$ cat config.mk
export PLATFORM = sky130hd
export DESIGN_NAME = pdp11_core
export DESIGN_NICKNAME = d
export VERILOG_FILES = /design/src/pdp11_pkg.sv /design/src/pdp11_core.sv /design/src/pdp11_control.sv /design/src/pdp11_execute.sv /design/src/pdp11_ea.sv /design/src/pdp11_regfile.sv /design/src/pdp11_decode.sv
export SDC_FILE = /design/constraint.sdc
export NUM_CORES = 1
export LEC_CHECK = 0
export BUFFER_PORTS_ARGS = -buffer_cell sky130_fd_sc_hd__buf_2
export CORE_MARGIN = 2
export CORE_UTILIZATION = 50
export DETAILED_ROUTE_END_ITERATION = 10
export PLACE_DENSITY_LB_ADDON = 0.08
export SLEW_MARGIN = 20
export SYNTH_ARGS = -nofsm -noshare
export SYNTH_HDL_FRONTEND = slang
export SYNTH_SLANG_ARGS = --single-unit
$ cat constraint.sdc
create_clock -name clk -period 5 [get_ports clk]
set_input_delay 1.5 -clock clk [delete_from_list [all_inputs] [get_ports clk]]
set_output_delay 1.5 -clock clk [all_outputs]
set_load 0.01 [all_outputs]
$ cat src/pdp11_pkg.sv
// shared widths, reset pc and register numbers
// fsm states, opcodes and addressing mode numbers for the word-only core
`default_nettype none

package pdp11_pkg;

   localparam int word_w = 16;

   localparam logic [word_w-1:0] reset_pc = 16'o000500;

   // register numbers with a fixed role
   localparam logic [2:0] reg_pc = 3'd7;
   localparam logic [2:0] reg_sp = 3'd6;

   // addressing modes, index modes 6 and 7 not supported
   localparam logic [2:0] mode_reg    = 3'd0;   // R
   localparam logic [2:0] mode_def    = 3'd1;   // (R)
   localparam logic [2:0] mode_inc    = 3'd2;   // (R)+
   localparam logic [2:0] mode_incdef = 3'd3;   // @(R)+
   localparam logic [2:0] mode_dec    = 3'd4;   // -(R)
   localparam logic [2:0] mode_decdef = 3'd5;   // @-(R)

   // h1 halt, f1 fetch, c1 decode, s* source, d* dest, e1 execute, w1 writeback
   typedef enum logic [3:0] {
      h1,
      f1,
      c1,
      s1,
      s2,
      s4,
      d1,
      d2,
      d4,
      e1,
      w1
   } istate_t;

   typedef enum logic [3:0] {
      op_mov,
      op_cmp,
      op_add,
      op_sub,
      op_clr,
      op_inc,
      op_dec,
      op_tst,
      op_br,
      op_bne,
      op_beq,
      op_halt,
      op_bad    // anything else, stops the core
   } opcode_t;

endpackage

`default_nettype wire
$ cat src/pdp11_core.sv
// top level of the word-only pdp-11 core
// connects decode, registers, ea, execute and sequencer to the memory bus
`timescale 1ns/1ns
`default_nettype none

module pdp11_core
   import pdp11_pkg::*;
(
   input  logic              clk,
   input  logic              reset_n,
   output logic [word_w-1:0] bus_addr,
   output logic [word_w-1:0] bus_wdata,
   output logic              bus_rd,
   output logic              bus_wr,
   output logic              halted,
   input  logic [word_w-1:0] bus_rdata,
   input  logic              bus_ack
);

   istate_t           istate;
   opcode_t           opcode;
   logic [2:0]        ss_mode, ss_reg, dd_mode, dd_reg;
   logic [7:0]        branch_offset;
   logic              need_src, need_dst, need_dst_data, store_result;
   logic [word_w-1:0] ss_value, dd_value, pc;
   logic [word_w-1:0] ss_ea, dd_ea, ss_data, dd_data;
   logic [word_w-1:0] result, new_pc;
   logic [3:0]        new_cc, cc;
   logic              latch_cc, latch_pc, halt_req;

   pdp11_decode decode0 (
      .clk, .reset_n, .istate, .bus_ack, .bus_rdata, .opcode,
      .ss_mode, .ss_reg, .dd_mode, .dd_reg, .branch_offset,
      .need_src, .need_dst, .need_dst_data, .store_result
   );

   pdp11_regfile regfile0 (
      .clk, .reset_n, .istate, .bus_ack, .ss_mode, .ss_reg, .dd_mode, .dd_reg,
      .need_src, .need_dst, .store_result, .latch_pc, .halting(halted),
      .new_pc, .result, .ss_value, .dd_value, .pc
   );

   pdp11_ea ea0 (
      .clk, .reset_n, .istate, .bus_ack, .ss_mode, .dd_mode,
      .ss_value, .dd_value, .bus_rdata, .ss_ea, .dd_ea, .ss_data, .dd_data
   );

   pdp11_execute execute0 (
      .opcode, .ss_data, .dd_data, .pc, .branch_offset, .cc,
      .result, .new_pc, .new_cc, .latch_cc, .latch_pc, .halt_req
   );

   pdp11_control control0 (
      .clk, .reset_n, .bus_ack, .opcode, .ss_mode, .dd_mode,
      .need_src, .need_dst, .need_dst_data, .store_result,
      .latch_cc, .halt_req, .new_cc, .pc, .ss_ea, .dd_ea, .result,
      .istate, .cc, .bus_addr, .bus_wdata, .bus_rd, .bus_wr, .halted
   );

endmodule

`default_nettype wire

$ cat src/pdp11_control.sv
// state sequencer with next-state logic
// bus strobes and address, psw condition codes and the halted flag
`timescale 1ns/1ns
`default_nettype none

module pdp11_control
   import pdp11_pkg::*;
(
   input  logic              clk,
   input  logic              reset_n,
   input  logic              bus_ack,
   input  opcode_t           opcode,
   input  logic [2:0]        ss_mode,
   input  logic [2:0]        dd_mode,
   input  logic              need_src,
   input  logic              need_dst,
   input  logic              need_dst_data,
   input  logic              store_result,
   input  logic              latch_cc,
   input  logic              halt_req,
   input  logic [3:0]        new_cc,
   input  logic [word_w-1:0] pc,
   input  logic [word_w-1:0] ss_ea,
   input  logic [word_w-1:0] dd_ea,
   input  logic [word_w-1:0] result,
   output istate_t           istate,
   output logic [3:0]        cc,
   output logic [word_w-1:0] bus_addr,
   output logic [word_w-1:0] bus_wdata,
   output logic              bus_rd,
   output logic              bus_wr,
   output logic              halted
);

   istate_t next_state;
   logic    ss_deferred;
   logic    dd_deferred;

   assign ss_deferred = ss_mode == mode_incdef || ss_mode == mode_decdef;
   assign dd_deferred = dd_mode == mode_incdef || dd_mode == mode_decdef;

   always_comb
   begin
      next_state = istate;
      case (istate)
         f1: next_state = c1;
         c1:
            if (opcode == op_bad)
               next_state = e1;      // straight to the halt
            else if (need_src)
               next_state = s1;
            else if (need_dst)
               next_state = d1;
            else
               next_state = e1;
         s1:
            if (ss_deferred)
               next_state = s2;
            else if (ss_mode != mode_reg)
               next_state = s4;
            else
               next_state = d1;
         s2: next_state = s4;
         s4: next_state = d1;
         d1:
            if (dd_deferred)
               next_state = d2;
            else if (dd_mode != mode_reg && need_dst_data)
               next_state = d4;
            else
               next_state = e1;
         d2: next_state = need_dst_data ? d4 : e1;
         d4: next_state = e1;
         e1:
            if (halt_req)
               next_state = h1;
            else if (store_result)
               next_state = w1;
            else
               next_state = f1;      // branches, cmp, tst
         w1: next_state = f1;
         default: next_state = h1;
      endcase
   end

   // every state waits for an acknowledge
   always_ff @(posedge clk)
      if (!reset_n)
      begin
         istate <= f1;
         cc     <= '0;
         halted <= 1'b0;
      end
      else if (bus_ack)
      begin
         istate <= next_state;
         if (istate == e1 && latch_cc)
            cc <= new_cc;
         if (istate == e1 && halt_req)
            halted <= 1'b1;
      end

   always_comb
   begin
      bus_rd   = 1'b0;
      bus_wr   = 1'b0;
      bus_addr = pc;
      case (istate)
         f1: bus_rd = 1'b1;
         s2, s4:
         begin
            bus_rd   = 1'b1;
            bus_addr = ss_ea;
         end
         d2, d4:
         begin
            bus_rd   = 1'b1;
            bus_addr = dd_ea;
         end
         w1:
         begin
            bus_wr   = store_result && dd_mode != mode_reg;   // memory destination
            bus_addr = dd_ea;
         end
         default: ;
      endcase
   end

   assign bus_wdata = result;

endmodule

`default_nettype wire

$ cat src/pdp11_execute.sv
// combinational execute unit for state e1
// word alu result, new n/z/v/c and branch target
`timescale 1ns/1ns
`default_nettype none

module pdp11_execute
   import pdp11_pkg::*;
(
   input  opcode_t           opcode,
   input  logic [word_w-1:0] ss_data,
   input  logic [word_w-1:0] dd_data,
   input  logic [word_w-1:0] pc,
   input  logic [7:0]        branch_offset,
   input  logic [3:0]        cc,
   output logic [word_w-1:0] result,
   output logic [word_w-1:0] new_pc,
   output logic [3:0]        new_cc,
   output logic              latch_cc,
   output logic              latch_pc,
   output logic              halt_req
);

   logic [word_w:0]   sum;       // top bit is carry or borrow
   logic [word_w-1:0] br_disp;
   logic              ss_sign;
   logic              dd_sign;
   logic              v;
   logic              c;

   assign ss_sign = ss_data[word_w-1];
   assign dd_sign = dd_data[word_w-1];

   always_comb
   begin
      sum      = '0;
      result   = dd_data;
      v        = 1'b0;
      c        = cc[0];      // kept unless the op says otherwise
      latch_cc = 1'b1;
      latch_pc = 1'b0;
      halt_req = 1'b0;
      case (opcode)
         op_mov: result = ss_data;
         op_cmp:
         begin
            sum    = {1'b0, ss_data} - {1'b0, dd_data};    // src - dst
            result = sum[word_w-1:0];
            v      = (ss_sign != dd_sign) && (result[word_w-1] == dd_sign);
            c      = sum[word_w];
         end
         op_add:
         begin
            sum    = {1'b0, ss_data} + {1'b0, dd_data};
            result = sum[word_w-1:0];
            v      = (ss_sign == dd_sign) && (result[word_w-1] != ss_sign);
            c      = sum[word_w];
         end
         op_sub:
         begin
            sum    = {1'b0, dd_data} - {1'b0, ss_data};    // dst - src
            result = sum[word_w-1:0];
            v      = (ss_sign != dd_sign) && (result[word_w-1] == ss_sign);
            c      = sum[word_w];
         end
         op_clr:
         begin
            result = '0;
            c      = 1'b0;
         end
         op_inc:
         begin
            result = dd_data + word_w'(1);
            v      = dd_data == 16'o077777;
         end
         op_dec:
         begin
            result = dd_data - word_w'(1);
            v      = dd_data == 16'o100000;
         end
         op_tst: c = 1'b0;
         op_br:
         begin
            latch_cc = 1'b0;
            latch_pc = 1'b1;
         end
         op_bne:
         begin
            latch_cc = 1'b0;
            latch_pc = !cc[2];
         end
         op_beq:
         begin
            latch_cc = 1'b0;
            latch_pc = cc[2];
         end
         default:              // halt and illegal
         begin
            latch_cc = 1'b0;
            halt_req = 1'b1;
         end
      endcase
   end

   assign new_cc = {result[word_w-1], result == '0, v, c};

   // pc already points past the branch word
   assign br_disp = {{(word_w-9){branch_offset[7]}}, branch_offset, 1'b0};
   assign new_pc  = pc + br_disp;

endmodule

`default_nettype wire

$ cat src/pdp11_ea.sv
// source and destination effective-address registers
// operand data registers loaded from a register or from the bus
`timescale 1ns/1ns
`default_nettype none

module pdp11_ea
   import pdp11_pkg::*;
(
   input  logic              clk,
   input  logic              reset_n,
   input  istate_t           istate,
   input  logic              bus_ack,
   input  logic [2:0]        ss_mode,
   input  logic [2:0]        dd_mode,
   input  logic [word_w-1:0] ss_value,
   input  logic [word_w-1:0] dd_value,
   input  logic [word_w-1:0] bus_rdata,
   output logic [word_w-1:0] ss_ea,
   output logic [word_w-1:0] dd_ea,
   output logic [word_w-1:0] ss_data,
   output logic [word_w-1:0] dd_data
);

   // address formed in s1/d1, before any pointer fetch
   function automatic logic [word_w-1:0] first_ea(input logic [2:0] mode,
                                                  input logic [word_w-1:0] value);
      case (mode)
         mode_def, mode_inc, mode_incdef: return value;
         mode_dec, mode_decdef:           return value - word_w'(2);
         default:                         return value;
      endcase
   endfunction

   function automatic logic deferred(input logic [2:0] mode);
      return mode == mode_incdef || mode == mode_decdef;
   endfunction

   always_ff @(posedge clk)
      if (!reset_n)
      begin
         ss_ea   <= '0;
         dd_ea   <= '0;
         ss_data <= '0;
         dd_data <= '0;
      end
      else if (bus_ack)
      begin
         case (istate)
            c1:
            begin
               if (ss_mode == mode_reg)
                  ss_data <= ss_value;
               if (dd_mode == mode_reg)
                  dd_data <= dd_value;
            end
            s1: ss_ea <= first_ea(ss_mode, ss_value);
            s2: if (deferred(ss_mode)) ss_ea <= bus_rdata;   // pointer word
            s4: ss_data <= bus_rdata;
            d1: dd_ea <= first_ea(dd_mode, dd_value);
            d2: if (deferred(dd_mode)) dd_ea <= bus_rdata;
            d4: dd_data <= bus_rdata;
            default: ;
         endcase
      end

endmodule

`default_nettype wire

$ cat src/pdp11_regfile.sv
// general registers r0-r7, pc advance and branch load
// auto-increment / auto-decrement side effects and register writeback
`timescale 1ns/1ns
`default_nettype none

module pdp11_regfile
   import pdp11_pkg::*;
(
   input  logic              clk,
   input  logic              reset_n,
   input  istate_t           istate,
   input  logic              bus_ack,
   input  logic [2:0]        ss_mode,
   input  logic [2:0]        ss_reg,
   input  logic [2:0]        dd_mode,
   input  logic [2:0]        dd_reg,
   input  logic              need_src,
   input  logic              need_dst,
   input  logic              store_result,
   input  logic              latch_pc,
   input  logic              halting,
   input  logic [word_w-1:0] new_pc,
   input  logic [word_w-1:0] result,
   output logic [word_w-1:0] ss_value,
   output logic [word_w-1:0] dd_value,
   output logic [word_w-1:0] pc
);

   logic [word_w-1:0] regs [0:7];
   logic              step;

   // register value after the mode side effect
   function automatic logic [word_w-1:0] auto_step(input logic [2:0] mode,
                                                   input logic [word_w-1:0] value);
      if (mode == mode_inc || mode == mode_incdef)
         return value + word_w'(2);
      else if (mode == mode_dec || mode == mode_decdef)
         return value - word_w'(2);
      return value;
   endfunction

   assign step = bus_ack && !halting;   // frozen once stopped

   assign ss_value = regs[ss_reg];
   assign dd_value = regs[dd_reg];
   assign pc       = regs[reg_pc];

   always_ff @(posedge clk)
      if (!reset_n)
      begin
         for (int i = 0; i < 8; i++)
            regs[i] <= (3'(i) == reg_pc) ? reset_pc : '0;
      end
      else if (step)
      begin
         case (istate)
            f1: regs[reg_pc] <= regs[reg_pc] + word_w'(2);
            s1: if (need_src) regs[ss_reg] <= auto_step(ss_mode, regs[ss_reg]);
            d1: if (need_dst) regs[dd_reg] <= auto_step(dd_mode, regs[dd_reg]);
            e1: if (latch_pc) regs[reg_pc] <= new_pc;   // taken branch
            w1:
               if (store_result && dd_mode == mode_reg)
               begin
                  // pc and sp stay word aligned
                  if (dd_reg == reg_pc || dd_reg == reg_sp)
                     regs[dd_reg] <= {result[word_w-1:1], 1'b0};
                  else
                     regs[dd_reg] <= result;
               end
            default: ;
         endcase
      end

endmodule

`default_nettype wire

$ cat src/pdp11_decode.sv
// instruction register and decode
// classifies the latched word into an opcode and derives the need flags
`timescale 1ns/1ns
`default_nettype none

module pdp11_decode
   import pdp11_pkg::*;
(
   input  logic              clk,
   input  logic              reset_n,
   input  istate_t           istate,
   input  logic              bus_ack,
   input  logic [word_w-1:0] bus_rdata,
   output opcode_t           opcode,
   output logic [2:0]        ss_mode,
   output logic [2:0]        ss_reg,
   output logic [2:0]        dd_mode,
   output logic [2:0]        dd_reg,
   output logic [7:0]        branch_offset,
   output logic              need_src,
   output logic              need_dst,
   output logic              need_dst_data,
   output logic              store_result
);

   logic [word_w-1:0] isn;
   logic [3:0]        isn_15_12;
   logic [7:0]        isn_15_8;
   logic [9:0]        isn_15_6;
   logic              ss_ok;
   logic              dd_ok;

   always_ff @(posedge clk)
      if (!reset_n)
         isn <= '0;
      else if (istate == f1 && bus_ack)
         isn <= bus_rdata;    // word at pc

   assign isn_15_12 = isn[15:12];
   assign isn_15_8  = isn[15:8];
   assign isn_15_6  = isn[15:6];

   assign ss_mode       = isn[11:9];
   assign ss_reg        = isn[8:6];
   assign dd_mode       = isn[5:3];
   assign dd_reg        = isn[2:0];
   assign branch_offset = isn[7:0];

   // no index modes in this core
   assign ss_ok = ss_mode <= mode_decdef;
   assign dd_ok = dd_mode <= mode_decdef;

   always_comb
   begin
      if (isn == '0)
         opcode = op_halt;
      else if (isn_15_8 == 8'o001)
         opcode = op_br;
      else if (isn_15_8 == 8'o002)
         opcode = op_bne;
      else if (isn_15_8 == 8'o003)
         opcode = op_beq;
      else if (isn_15_6 == 10'o0050 && dd_ok)
         opcode = op_clr;
      else if (isn_15_6 == 10'o0052 && dd_ok)
         opcode = op_inc;
      else if (isn_15_6 == 10'o0053 && dd_ok)
         opcode = op_dec;
      else if (isn_15_6 == 10'o0057 && dd_ok)
         opcode = op_tst;
      else if (ss_ok && dd_ok && isn_15_12 == 4'o01)
         opcode = op_mov;
      else if (ss_ok && dd_ok && isn_15_12 == 4'o02)
         opcode = op_cmp;
      else if (ss_ok && dd_ok && isn_15_12 == 4'o06)
         opcode = op_add;
      else if (ss_ok && dd_ok && isn_15_12 == 4'o16)
         opcode = op_sub;
      else
         opcode = op_bad;     // byte forms land here too
   end

   // double operand: mov-add and sub
   assign need_src = (isn_15_12 >= 4'o01 && isn_15_12 <= 4'o06) || isn_15_12 == 4'o16;

   // single operand clr-asl as well
   assign need_dst = need_src || (isn_15_6 >= 10'o0050 && isn_15_6 <= 10'o0063);

   assign need_dst_data = !(isn_15_12 == 4'o01) &&    // mov
                          !(isn_15_6 == 10'o0050);    // clr

   assign store_result = need_dst &&
                         !(isn_15_12 == 4'o02) &&     // cmp
                         !(isn_15_12 == 4'o03) &&     // bit
                         !(isn_15_6 == 10'o0057);     // tst

endmodule

`default_nettype wire

# == Word-level counts from Yosys, hierarchy flattened ==
# Memory sizes are Yosys's and may differ from the RTL's. A register that Yosys moved wholly into a read port is not among the register bits.
# Cells that the tools add are included.
# totals
reg_bits,87
in_bits,19
ramBits,128
elab_cells,264
memories,1
# mem_list
name,depth,word_bits,rd,rd_ports_with_merged_regs,write_ports,line_no,source
regfile0.regs,8,16,3,2,8,pdp11_regfile.sv:29,logic [word_w-1:0] regs [0:7];
# classes
bitwise_logic,4
n_eq_ne,54
mux,113
magnitude_cmp,6
n_addsub,11
reduce_logical,67
# ops
cell,count
$mux 16,26
$pmux 16 s2,5
$pmux 16 s7,1
$mux 4,19
$mux 1,52
$add 16x2->16 const B,3
$eq 10x6->1 const B,4
$pmux 4 s10,1
$eq 4x3->1 const B,9
$add 16x16->16,2
$eq 4x4->1 const B,8
$logic_not 16->1,2
$reduce_or 16->1,2
$sub 16x16->16,2
$sub 16x2->16 const B,2
$logic_and 1x1->1,25
$eq 4x2->1 const B,6
$eq 3x3->1 const B,6
$mux 3,6
$add 16x1->16 const B,1
$eq 16x15->1 const B,1
$eq 16x16->1 const B,1
$eq 8x2->1 const B,2
$sub 16x1->16 const B,1
29 further kinds,68

# == Logic depth before layout (Yosys ltp) ==
# Gate-level depths: netlist (run 1).
# logic_depth
ltp_word,23
depth_mapped,17
depth_no_buf,16

# == Modules after synthesis ==
# A second synthesis (run 1) with hierarchy kept.
# hier_totals
cells_unflattened,2243
hier_area_um2,19984.2
# modules_own_cells
module,area_per_inst_um2,cells_per_inst,instances
pdp11_regfile,9352.7,847,1
pdp11_execute,4853.4,708,1
pdp11_ea,3485.8,418,1
pdp11_control,1162.4,142,1
pdp11_decode,1129.8,128,1

# == Least setup slack after synthesis (run 1) ==
# OpenSTA, ideal clock, no wires.
# synth_path
path_kind,reg2out
startpoint,register decode0.isn[13]
endpoint,output port bus_wdata[14]
setup_slack_ps,-348
required_ps,3500
arrival_time_ps,3848
stages_incl_launch_ff,16
path_cell_list,dfxtp_1 buf_6 nor4_4 nand3_4 or3_1 inv_1 ha_1 nor2b_1 o31a_1 or2_1 a221o_1 a21o_1 a21oi_1 xor2_1 o221ai_1 o32a_1
# synth_between
elab_chain_cells,16
elab_cells_between_ends,40
classes_between,eq/ne: 17; mux: 13; reduce/logical: 10
# synth_lines
item,line_no,source
start: declaration,pdp11_decode.sv:26,logic [word_w-1:0] isn;
start signal: assignment,pdp11_decode.sv:37,isn <= bus_rdata;
$eq 4x4->1,pdp11_decode.sv:77,else if (ss_ok && dd_ok && isn_15_12 == 4'o16)
$logic_and 1x1->1,pdp11_decode.sv:77,
$mux 4,pdp11_decode.sv:77,
$mux 4,pdp11_decode.sv:75,else if (ss_ok && dd_ok && isn_15_12 == 4'o06)
$mux 4,pdp11_decode.sv:73,else if (ss_ok && dd_ok && isn_15_12 == 4'o02)
$mux 4,pdp11_decode.sv:71,else if (ss_ok && dd_ok && isn_15_12 == 4'o01)
$mux 4,pdp11_decode.sv:69,else if (isn_15_6 == 10'o0057 && dd_ok)
$mux 4,pdp11_decode.sv:67,else if (isn_15_6 == 10'o0053 && dd_ok)
$mux 4,pdp11_decode.sv:65,else if (isn_15_6 == 10'o0052 && dd_ok)
$mux 4,pdp11_decode.sv:63,else if (isn_15_6 == 10'o0050 && dd_ok)
$mux 4,pdp11_decode.sv:61,else if (isn_15_8 == 8'o003)
$mux 4,pdp11_decode.sv:59,else if (isn_15_8 == 8'o002)
$mux 4,pdp11_decode.sv:57,else if (isn_15_8 == 8'o001)
$mux 4 *,pdp11_decode.sv:55,if (isn == '0)
$eq 4x3->1 (tied with other cells),pdp11_execute.sv:42,case (opcode)
$pmux 16 s7 *,pdp11_execute.sv:42,
end: declaration,pdp11_core.sv:12,"output logic [word_w-1:0] bus_wdata,"
# Every way passes the cells marked *; elsewhere a longest branch is shown, timed or not.

# == Worst setup path in the final report (run 1) ==
# Ends and elaborated chain as after synthesis.

==> flow_summary.json, run 1 <==
{
  "h_tree_level_count": 1,
  "finalCriticalPeriod_ns": 5.68,
  "number_of_iterations_in_the_first_detailed_routing_pass": 7,
  "detail-route-antenna-nets": 0,
  "worst_pin_slew_ns": 1.13,
  "max_freq_ghz": 0.176,
  "dp.cells": 2411,
  "ys_async_sr_fraction_pct": 0,
  "number_of_cts_inserted_buffers": 26,
  "syn_to_final_growth_pct": 15.8,
  "final_critical_path_setup_slack_ns": -0.677,
  "boundaryPins": 54,
  "seq_area_frac_synth_pct": 33.2,
  "wire_per_inst_um": 25.1,
  "cts_tree": "yes",
  "final.setup_skew_ns": 0.0264,
  "worst-endpoint-arrival_ns": 4.18,
  "fp.dieArea_um2": 35800,
  "final-instance-count-excl-fill": 2483,
  "synth.cell_area_um2": 17100,
  "placement_rows": 67,
  "final_common_cell": "sky130_fd_sc_hd__nor2_1",
  "finish.utilization_pct": 59.0,
  "final_hold_slack_ns": 0.502,
  "most-common-layout-cells": "sky130_fd_sc_hd__nor2_1, sky130_fd_sc_hd__nand2_1, sky130_fd_sc_hd__buf_4, sky130_fd_sc_hd__edfxtp_1, sky130_fd_sc_hd__a21oi_1",
  "setup.worst_path.start_class": "flop",
  "ctsRootBufferMaster": "sky130_fd_sc_hd__clkbuf_16",
  "n_antenna_cell": 0,
  "setup_violations": 10,
  "timing.final.crit_share_pct": 114,
  "nets": 2119,
  "required_ns": 3.50,
  "cap_violations": 0,
  "die_w_um": 189,
  "avgSynthCellArea_um2": 9.07,
  "port_buffers": 53,
  "initial_core_util_pct": 51.0,
  "dp_hpwl_um": 47900,
  "final_layout_size_suffix_gt1_share_pct": 18.8,
  "slew-limit-headroom_pct": 24.3,
  "result_of_the_run": "complete, but fails checks",
  "post_synth_num_cell_types": 89,
  "power.leakage_nw": 7.99,
  "grt_first_pass_wirelength_um": 94000,
  "dr.first_iter.drc_count": 1870,
  "cts_hold_buffers": 0,
  "clock_sinks": 220,
  "gp_congestion": 1.02,
  "ir_drop_mv": 0.261,
  "clock_tree.buffer_depth": 3,
  "synth-edff-count": 128,
  "core_um2": 33600,
  "hp-class": "flop to flop",
  "maxSlewViolCount": 0,
  "clock_latency_ns": 0.58,
  "critPathCaptureType": "output pin",
  "power-per-cell-area_nw_per_um2": 267,
  "drc_errors": 0,
  "clk_transition_reported_paths_ns": 0.06,
  "antenna_violations_before_repair": 1,
  "maximum_number_of_pins_on_one_net_before_global_route_repair": 55,
  "ys_dominant_reg_cell": "sky130_fd_sc_hd__edfxtp_1",
  "routed_vias": 15900,
  "die-height_um": 189,
  "synth_fp_nets": 1990,
  "timing_worst_setup_path_type": "flop to output pin",
  "setup_total_negative_slack_ns": -4.44,
  "cp_max_fo": 5,
  "report.final.hold_viol_count": 0,
  "syn-instance-count": 1888,
  "synth-seq-cells": 220,
  "route.final.wire_length_um": 62300,
  "gr-total-overflow": 0,
  "count_of_synthesis_stage_warnings_from_yosys": 0,
  "violations": "setup timing",
  "first_global_vias": 15500,
  "grt_setup_unrepaired": "yes",
  "viasPerCell": 6.39,
  "global_route.usage.total_pct": 34.7
}
worst max-delay path: stages, from the launching register on:
cell,delay (ns)
sky130_fd_sc_hd__dfxtp_2,0.33
sky130_fd_sc_hd__nor4_4,0.40
sky130_fd_sc_hd__nand3_4,0.11
sky130_fd_sc_hd__or3_4,0.43
sky130_fd_sc_hd__inv_8,0.09
sky130_fd_sc_hd__ha_4,0.19
sky130_fd_sc_hd__nor2b_4,0.12
sky130_fd_sc_hd__o31a_1,0.30
sky130_fd_sc_hd__or2_4,0.25
sky130_fd_sc_hd__a221o_1,0.32
sky130_fd_sc_hd__a21o_1,0.17
sky130_fd_sc_hd__a21oi_2,0.12
sky130_fd_sc_hd__xor2_1,0.18
sky130_fd_sc_hd__o221ai_1,0.13
sky130_fd_sc_hd__o32a_1,0.31
sky130_fd_sc_hd__buf_2,0.14
timing repair:
action / CTS / global route
setup buffers: 16 / 13
endpoints found under the setup margin: 10 / 13
pin swaps: 23 / 32
gates resized for setup: 30 / 23
worst paths after layout:
kind	startpoint	cells past startpoint	slack, ns	end
setup reg to reg	decode0.isn[13]$_SDFFE_PN0P_	19	0.34	regfile0.regs[7][14]$_DFFE_PP_
setup / recovery	decode0.isn[13]$_SDFFE_PN0P_	15	-0.68	bus_wdata[14]
hold / removal	ea0.ss_ea[12]$_SDFFE_PN0P_	1	0.50	ea0.ss_ea[12]$_SDFFE_PN0P_
hold reg to reg	ea0.ss_ea[12]$_SDFFE_PN0P_	1	0.50	ea0.ss_ea[12]$_SDFFE_PN0P_
per-stage QoR:
step	setup slack (ns)	instance area (µm²)	total power [W]
after floorplan	0.00847	17200	0.00286
after global placement	-0.127	18500	0.00334
after detailed placement	-0.159	18500	0.00335
after CTS	-0.687	19600	0.00528
after global routing	-0.835	19800	0.00547
final	-0.677	19800	0.00530
state kept, by name, indices dropped and copies added (netlist names), named ones only:
register         flops
regfile0.regs      128
decode0.isn         16
ea0.dd_data         16
ea0.dd_ea           16
ea0.ss_data         16
ea0.ss_ea           16
control0.istate      4
control0.cc          1
control0.halted      1
synth_stat cells, types with 37 or more instances:
| cell | n | area (µm²) |
|---|---|---|
| sky130_fd_sc_hd__nor2_1 | 245 | 920 |
| sky130_fd_sc_hd__nand2_1 | 175 | 657 |
| sky130_fd_sc_hd__edfxtp_1 | 128 | 3840 |
| sky130_fd_sc_hd__a21oi_1 | 114 | 571 |
| sky130_fd_sc_hd__dfxtp_1 | 92 | 1840 |
| sky130_fd_sc_hd__inv_1 | 91 | 342 |
| sky130_fd_sc_hd__clkbuf_1 | 88 | 330 |
| sky130_fd_sc_hd__ha_1 | 78 | 976 |
| sky130_fd_sc_hd__xnor2_1 | 76 | 666 |
| sky130_fd_sc_hd__o21ai_0 | 74 | 370 |
| sky130_fd_sc_hd__mux4_2 | 54 | 1220 |
| sky130_fd_sc_hd__nor2b_1 | 52 | 325 |
| sky130_fd_sc_hd__a211oi_1 | 43 | 323 |
| sky130_fd_sc_hd__nand3_1 | 43 | 215 |
| sky130_fd_sc_hd__o211ai_1 | 43 | 323 |
| sky130_fd_sc_hd__xor2_1 | 39 | 342 |
| sky130_fd_sc_hd__mux2i_1 | 37 | 370 |
logic make-up after synthesis:
kind of cell	Yosys count	synth area share, %
AND/OR/NAND/NOR	658	18.0
XOR/XNOR	115	5.88
multiplexers	104	11.0
buffers and inverters	207	5.08
adder cells (fa/ha/maj)	83	6.28
flip-flops	220	33.2
AO/OA/AOI/OAI	501	20.5
layer usage:
metal	track usage [%]	vias up	wire, µm	share of wire [%]
met1	44.3	7675	24600	39
li1	-	7272	-	-
met4	19.6	2	4080	6.5
met3	4.41	171	4730	7.6
met5	0	-	18	0.029
met2	57.1	746	28900	46
area by class of cell:
type / count / area [µm²]
fill: 3041 / 13800
sequential: 220 / 5690
multi-input combinational: 1461 / 10900
clock inverter: 12 / 161
tap: 448 / 561
inverter: 94 / 360
timing repair buffer: 214 / 1510
clock buffer: 34 / 701
power by group:
group	internal [W]	switching [W]
logic	0.000479	0.000800
registers	0.00199	0.000102
clock network	0.00114	0.000793
Power figures use the tool's default switching activity.
==> run 2, diff against run 1 <==
--- a/config.mk
+++ b/config.mk
@@ -6,10 +6,11 @@
 export NUM_CORES = 1
 export LEC_CHECK = 0
 export BUFFER_PORTS_ARGS = -buffer_cell sky130_fd_sc_hd__buf_2
+export CAP_MARGIN = 15
 export CORE_MARGIN = 2
 export CORE_UTILIZATION = 50
 export DETAILED_ROUTE_END_ITERATION = 10
-export PLACE_DENSITY_LB_ADDON = 0.08
+export PLACE_DENSITY_LB_ADDON = 0.05
 export SLEW_MARGIN = 20
 export SYNTH_ARGS = -nofsm -noshare
 export SYNTH_HDL_FRONTEND = slang
==> run 2 against run 1 <==
The flow still finishes with violations (setup timing). Hold slack got worse by 0.00066 ns. Largest cell class unchanged. Global-route usage increased by 0.81 points. First-iteration DRC count increased by 2.5%.
==> flow_summary.json, run 2 (synthesis gave the netlist of run 1 again) <==
{
  "clock_tree.buffer_depth": 3,
  "detail-route-antenna-nets": 0,
  "cp_max_fo": 5,
  "n_antenna_cell": 0,
  "r2r_cells": 20,
  "final_common_cell": "sky130_fd_sc_hd__nor2_1",
  "global_route.usage.total_pct": 35.5,
  "grt_setup_unrepaired": "yes",
  "finish.utilization_pct": 59.4,
  "hp-class": "flop to flop",
  "busiest_layer": "met2",
  "grt_first_pass_wirelength_um": 95800,
  "worst-endpoint-arrival_ns": 4.14,
  "nets": 2131,
  "largest_reg_flops": 128,
  "dp.cells": 2424,
  "power-per-cell-area_nw_per_um2": 269,
  "finalCriticalPeriod_ns": 5.64,
  "antenna_violations_before_repair": 0,
  "grtUsageMet1_pct": 46.1,
  "routed_vias": 16000,
  "worst_pin_slew_ns": 1.11,
  "required_ns": 3.50,
  "multi_input_comb_area_um2": 10900,
  "most-common-layout-cells": "sky130_fd_sc_hd__nor2_1, sky130_fd_sc_hd__nand2_1, sky130_fd_sc_hd__buf_4, sky130_fd_sc_hd__edfxtp_1, sky130_fd_sc_hd__a21oi_1",
  "setup_violations": 9,
  "cap_violations": 0,
  "dr.first_iter.drc_count": 1917,
  "final_layout_size_suffix_gt1_share_pct": 19.2,
  "ctsRootBufferMaster": "sky130_fd_sc_hd__clkbuf_16",
  "final-seq-area_um2": 5690,
  "clk_transition_reported_paths_ns": 0.06,
  "dp_hpwl_um": 49200,
  "setup.worst_path.start_class": "flop",
  "core_um2": 33600,
  "port_buffers": 53,
  "clock_latency_ns": 0.56,
  "route.final.wire_length_um": 64100,
  "first_global_vias": 15400,
  "ir_drop_mv": 0.267,
  "die-height_um": 189,
  "critPathCaptureType": "output pin",
  "slew-limit-headroom_pct": 26.3,
  "gr-usage-met3_pct": 4.49,
  "final-instance-count-excl-fill": 2497,
  "setup_total_negative_slack_ns": -4.00,
  "die_w_um": 189,
  "number_of_iterations_in_the_first_detailed_routing_pass": 8,
  "maxSlewViolCount": 0,
  "report.final.hold_viol_count": 0,
  "stdcell_area_um2": 20000,
  "placement_rows": 67,
  "number_of_cts_inserted_buffers": 26,
  "grtUsageMet2_pct": 58.3,
  "violations": "setup timing",
  "final_hold_slack_ns": 0.501,
  "syn_to_final_growth_pct": 16.5,
  "viasPerCell": 6.40,
  "fp.dieArea_um2": 35800,
  "timing.final.crit_share_pct": 113,
  "result_of_the_run": "complete, but fails checks",
  "largest_register": "regfile0.regs",
  "gp_congestion": 0.974,
  "cts_hold_buffers": 0,
  "final.setup_skew_ns": 0.0116,
  "filler_cell_count": 3035,
  "maximum_number_of_pins_on_one_net_before_global_route_repair": 63,
  "timing.hold.worst_path_depth": 1,
  "max_freq_ghz": 0.177,
  "boundaryPins": 54,
  "h_tree_level_count": 1,
  "cts_tree": "yes",
  "post_dp_cell_area_um2": 18600,
  "initial_core_util_pct": 51.0,
  "gr-total-overflow": 0,
  "timing_worst_setup_path_type": "flop to output pin",
  "power.leakage_nw": 8.02,
  "drc_errors": 0,
  "clock_sinks": 220,
  "wire_per_inst_um": 25.7,
  "final_critical_path_setup_slack_ns": -0.636
}
[run 2: changes by cell type in the layout (fill, tap and decap cells not counted), moves of 2 or more]
cell                       before  now
sky130_fd_sc_hd__clkbuf_8       2    0
sky130_fd_sc_hd__buf_4        155  164
sky130_fd_sc_hd__clkinv_1       6    9
sky130_fd_sc_hd__buf_6          6   10
sky130_fd_sc_hd__a21oi_2        7    5
sky130_fd_sc_hd__o22ai_2        0    2
[run 2: critical path, cell delays in order, from the launching register on]
cell	delay [ns]
sky130_fd_sc_hd__dfxtp_2	0.33
sky130_fd_sc_hd__nor4_4	0.38
sky130_fd_sc_hd__nand3_4	0.10
sky130_fd_sc_hd__or3_4	0.39
sky130_fd_sc_hd__inv_8	0.09
sky130_fd_sc_hd__buf_8	0.13
sky130_fd_sc_hd__buf_6	0.10
sky130_fd_sc_hd__ha_4	0.19
sky130_fd_sc_hd__a21oi_2	0.13
sky130_fd_sc_hd__nand2_1	0.14
sky130_fd_sc_hd__and3_1	0.20
sky130_fd_sc_hd__a221o_1	0.33
sky130_fd_sc_hd__a21o_1	0.18
sky130_fd_sc_hd__a21oi_2	0.14
sky130_fd_sc_hd__xor2_1	0.17
sky130_fd_sc_hd__o221ai_1	0.13
sky130_fd_sc_hd__o32a_1	0.31
sky130_fd_sc_hd__buf_2	0.15
[run 2: per-layer routing]
| metal | wire (µm) | vias to the layer above | part of all wire (%) |
|---|---|---|---|
| met5 | 0 | - | 0 |
| met4 | 3850 | 0 | 6.0 |
| met3 | 4750 | 166 | 7.4 |
| met2 | 29800 | 730 | 46 |
| met1 | 25700 | 7775 | 40 |
| li1 | - | 7301 | - |
[run 2: what timing repair did]
action	CTS	global route
setup endpoints to repair	14	11
pin swaps	23	27
resized for setup	27	29
setup buffers	18	7
hold endpoints to repair	0	0
[run 2: final cells by class]
| class | instances | area share (%) |
|---|---|---|
| inverter | 94 | 1.81 |
| clock buffer | 33 | 3.50 |
| tap | 448 | 2.81 |
| timing repair buffer | 226 | 8.09 |
| clock inverter | 15 | 0.884 |
| multi-input combinational | 1461 | 54.4 |
| sequential | 220 | 28.5 |
[run 2: final timing paths]
check             slack [ns]                          from                           to
hold / removal          0.50    ea0.dd_ea[11]$_SDFFE_PN0P_   ea0.dd_ea[11]$_SDFFE_PN0P_
hold reg to reg         0.50    ea0.dd_ea[11]$_SDFFE_PN0P_   ea0.dd_ea[11]$_SDFFE_PN0P_
setup / recovery       -0.64  decode0.isn[15]$_SDFFE_PN0P_                bus_wdata[14]
setup reg to reg        0.27  decode0.isn[15]$_SDFFE_PN0P_  control0.cc[2]$_SDFFE_PN0P_
[run 2: power breakdown]
group          internal [W]  leakage [nW]  switching (W)
logic              0.000488          5.53       0.000826
clock network       0.00119         0.418       0.000785
registers           0.00199          2.07      0.0000997
[run 2: metrics by stage]
step,power (W),worst slack [ns]
after floorplan,0.00286,0.00847
after global placement,0.00338,-0.140
after detailed placement,0.00338,-0.213
after CTS,0.00535,-0.677
after global routing,0.00553,-0.822
final,0.00537,-0.636
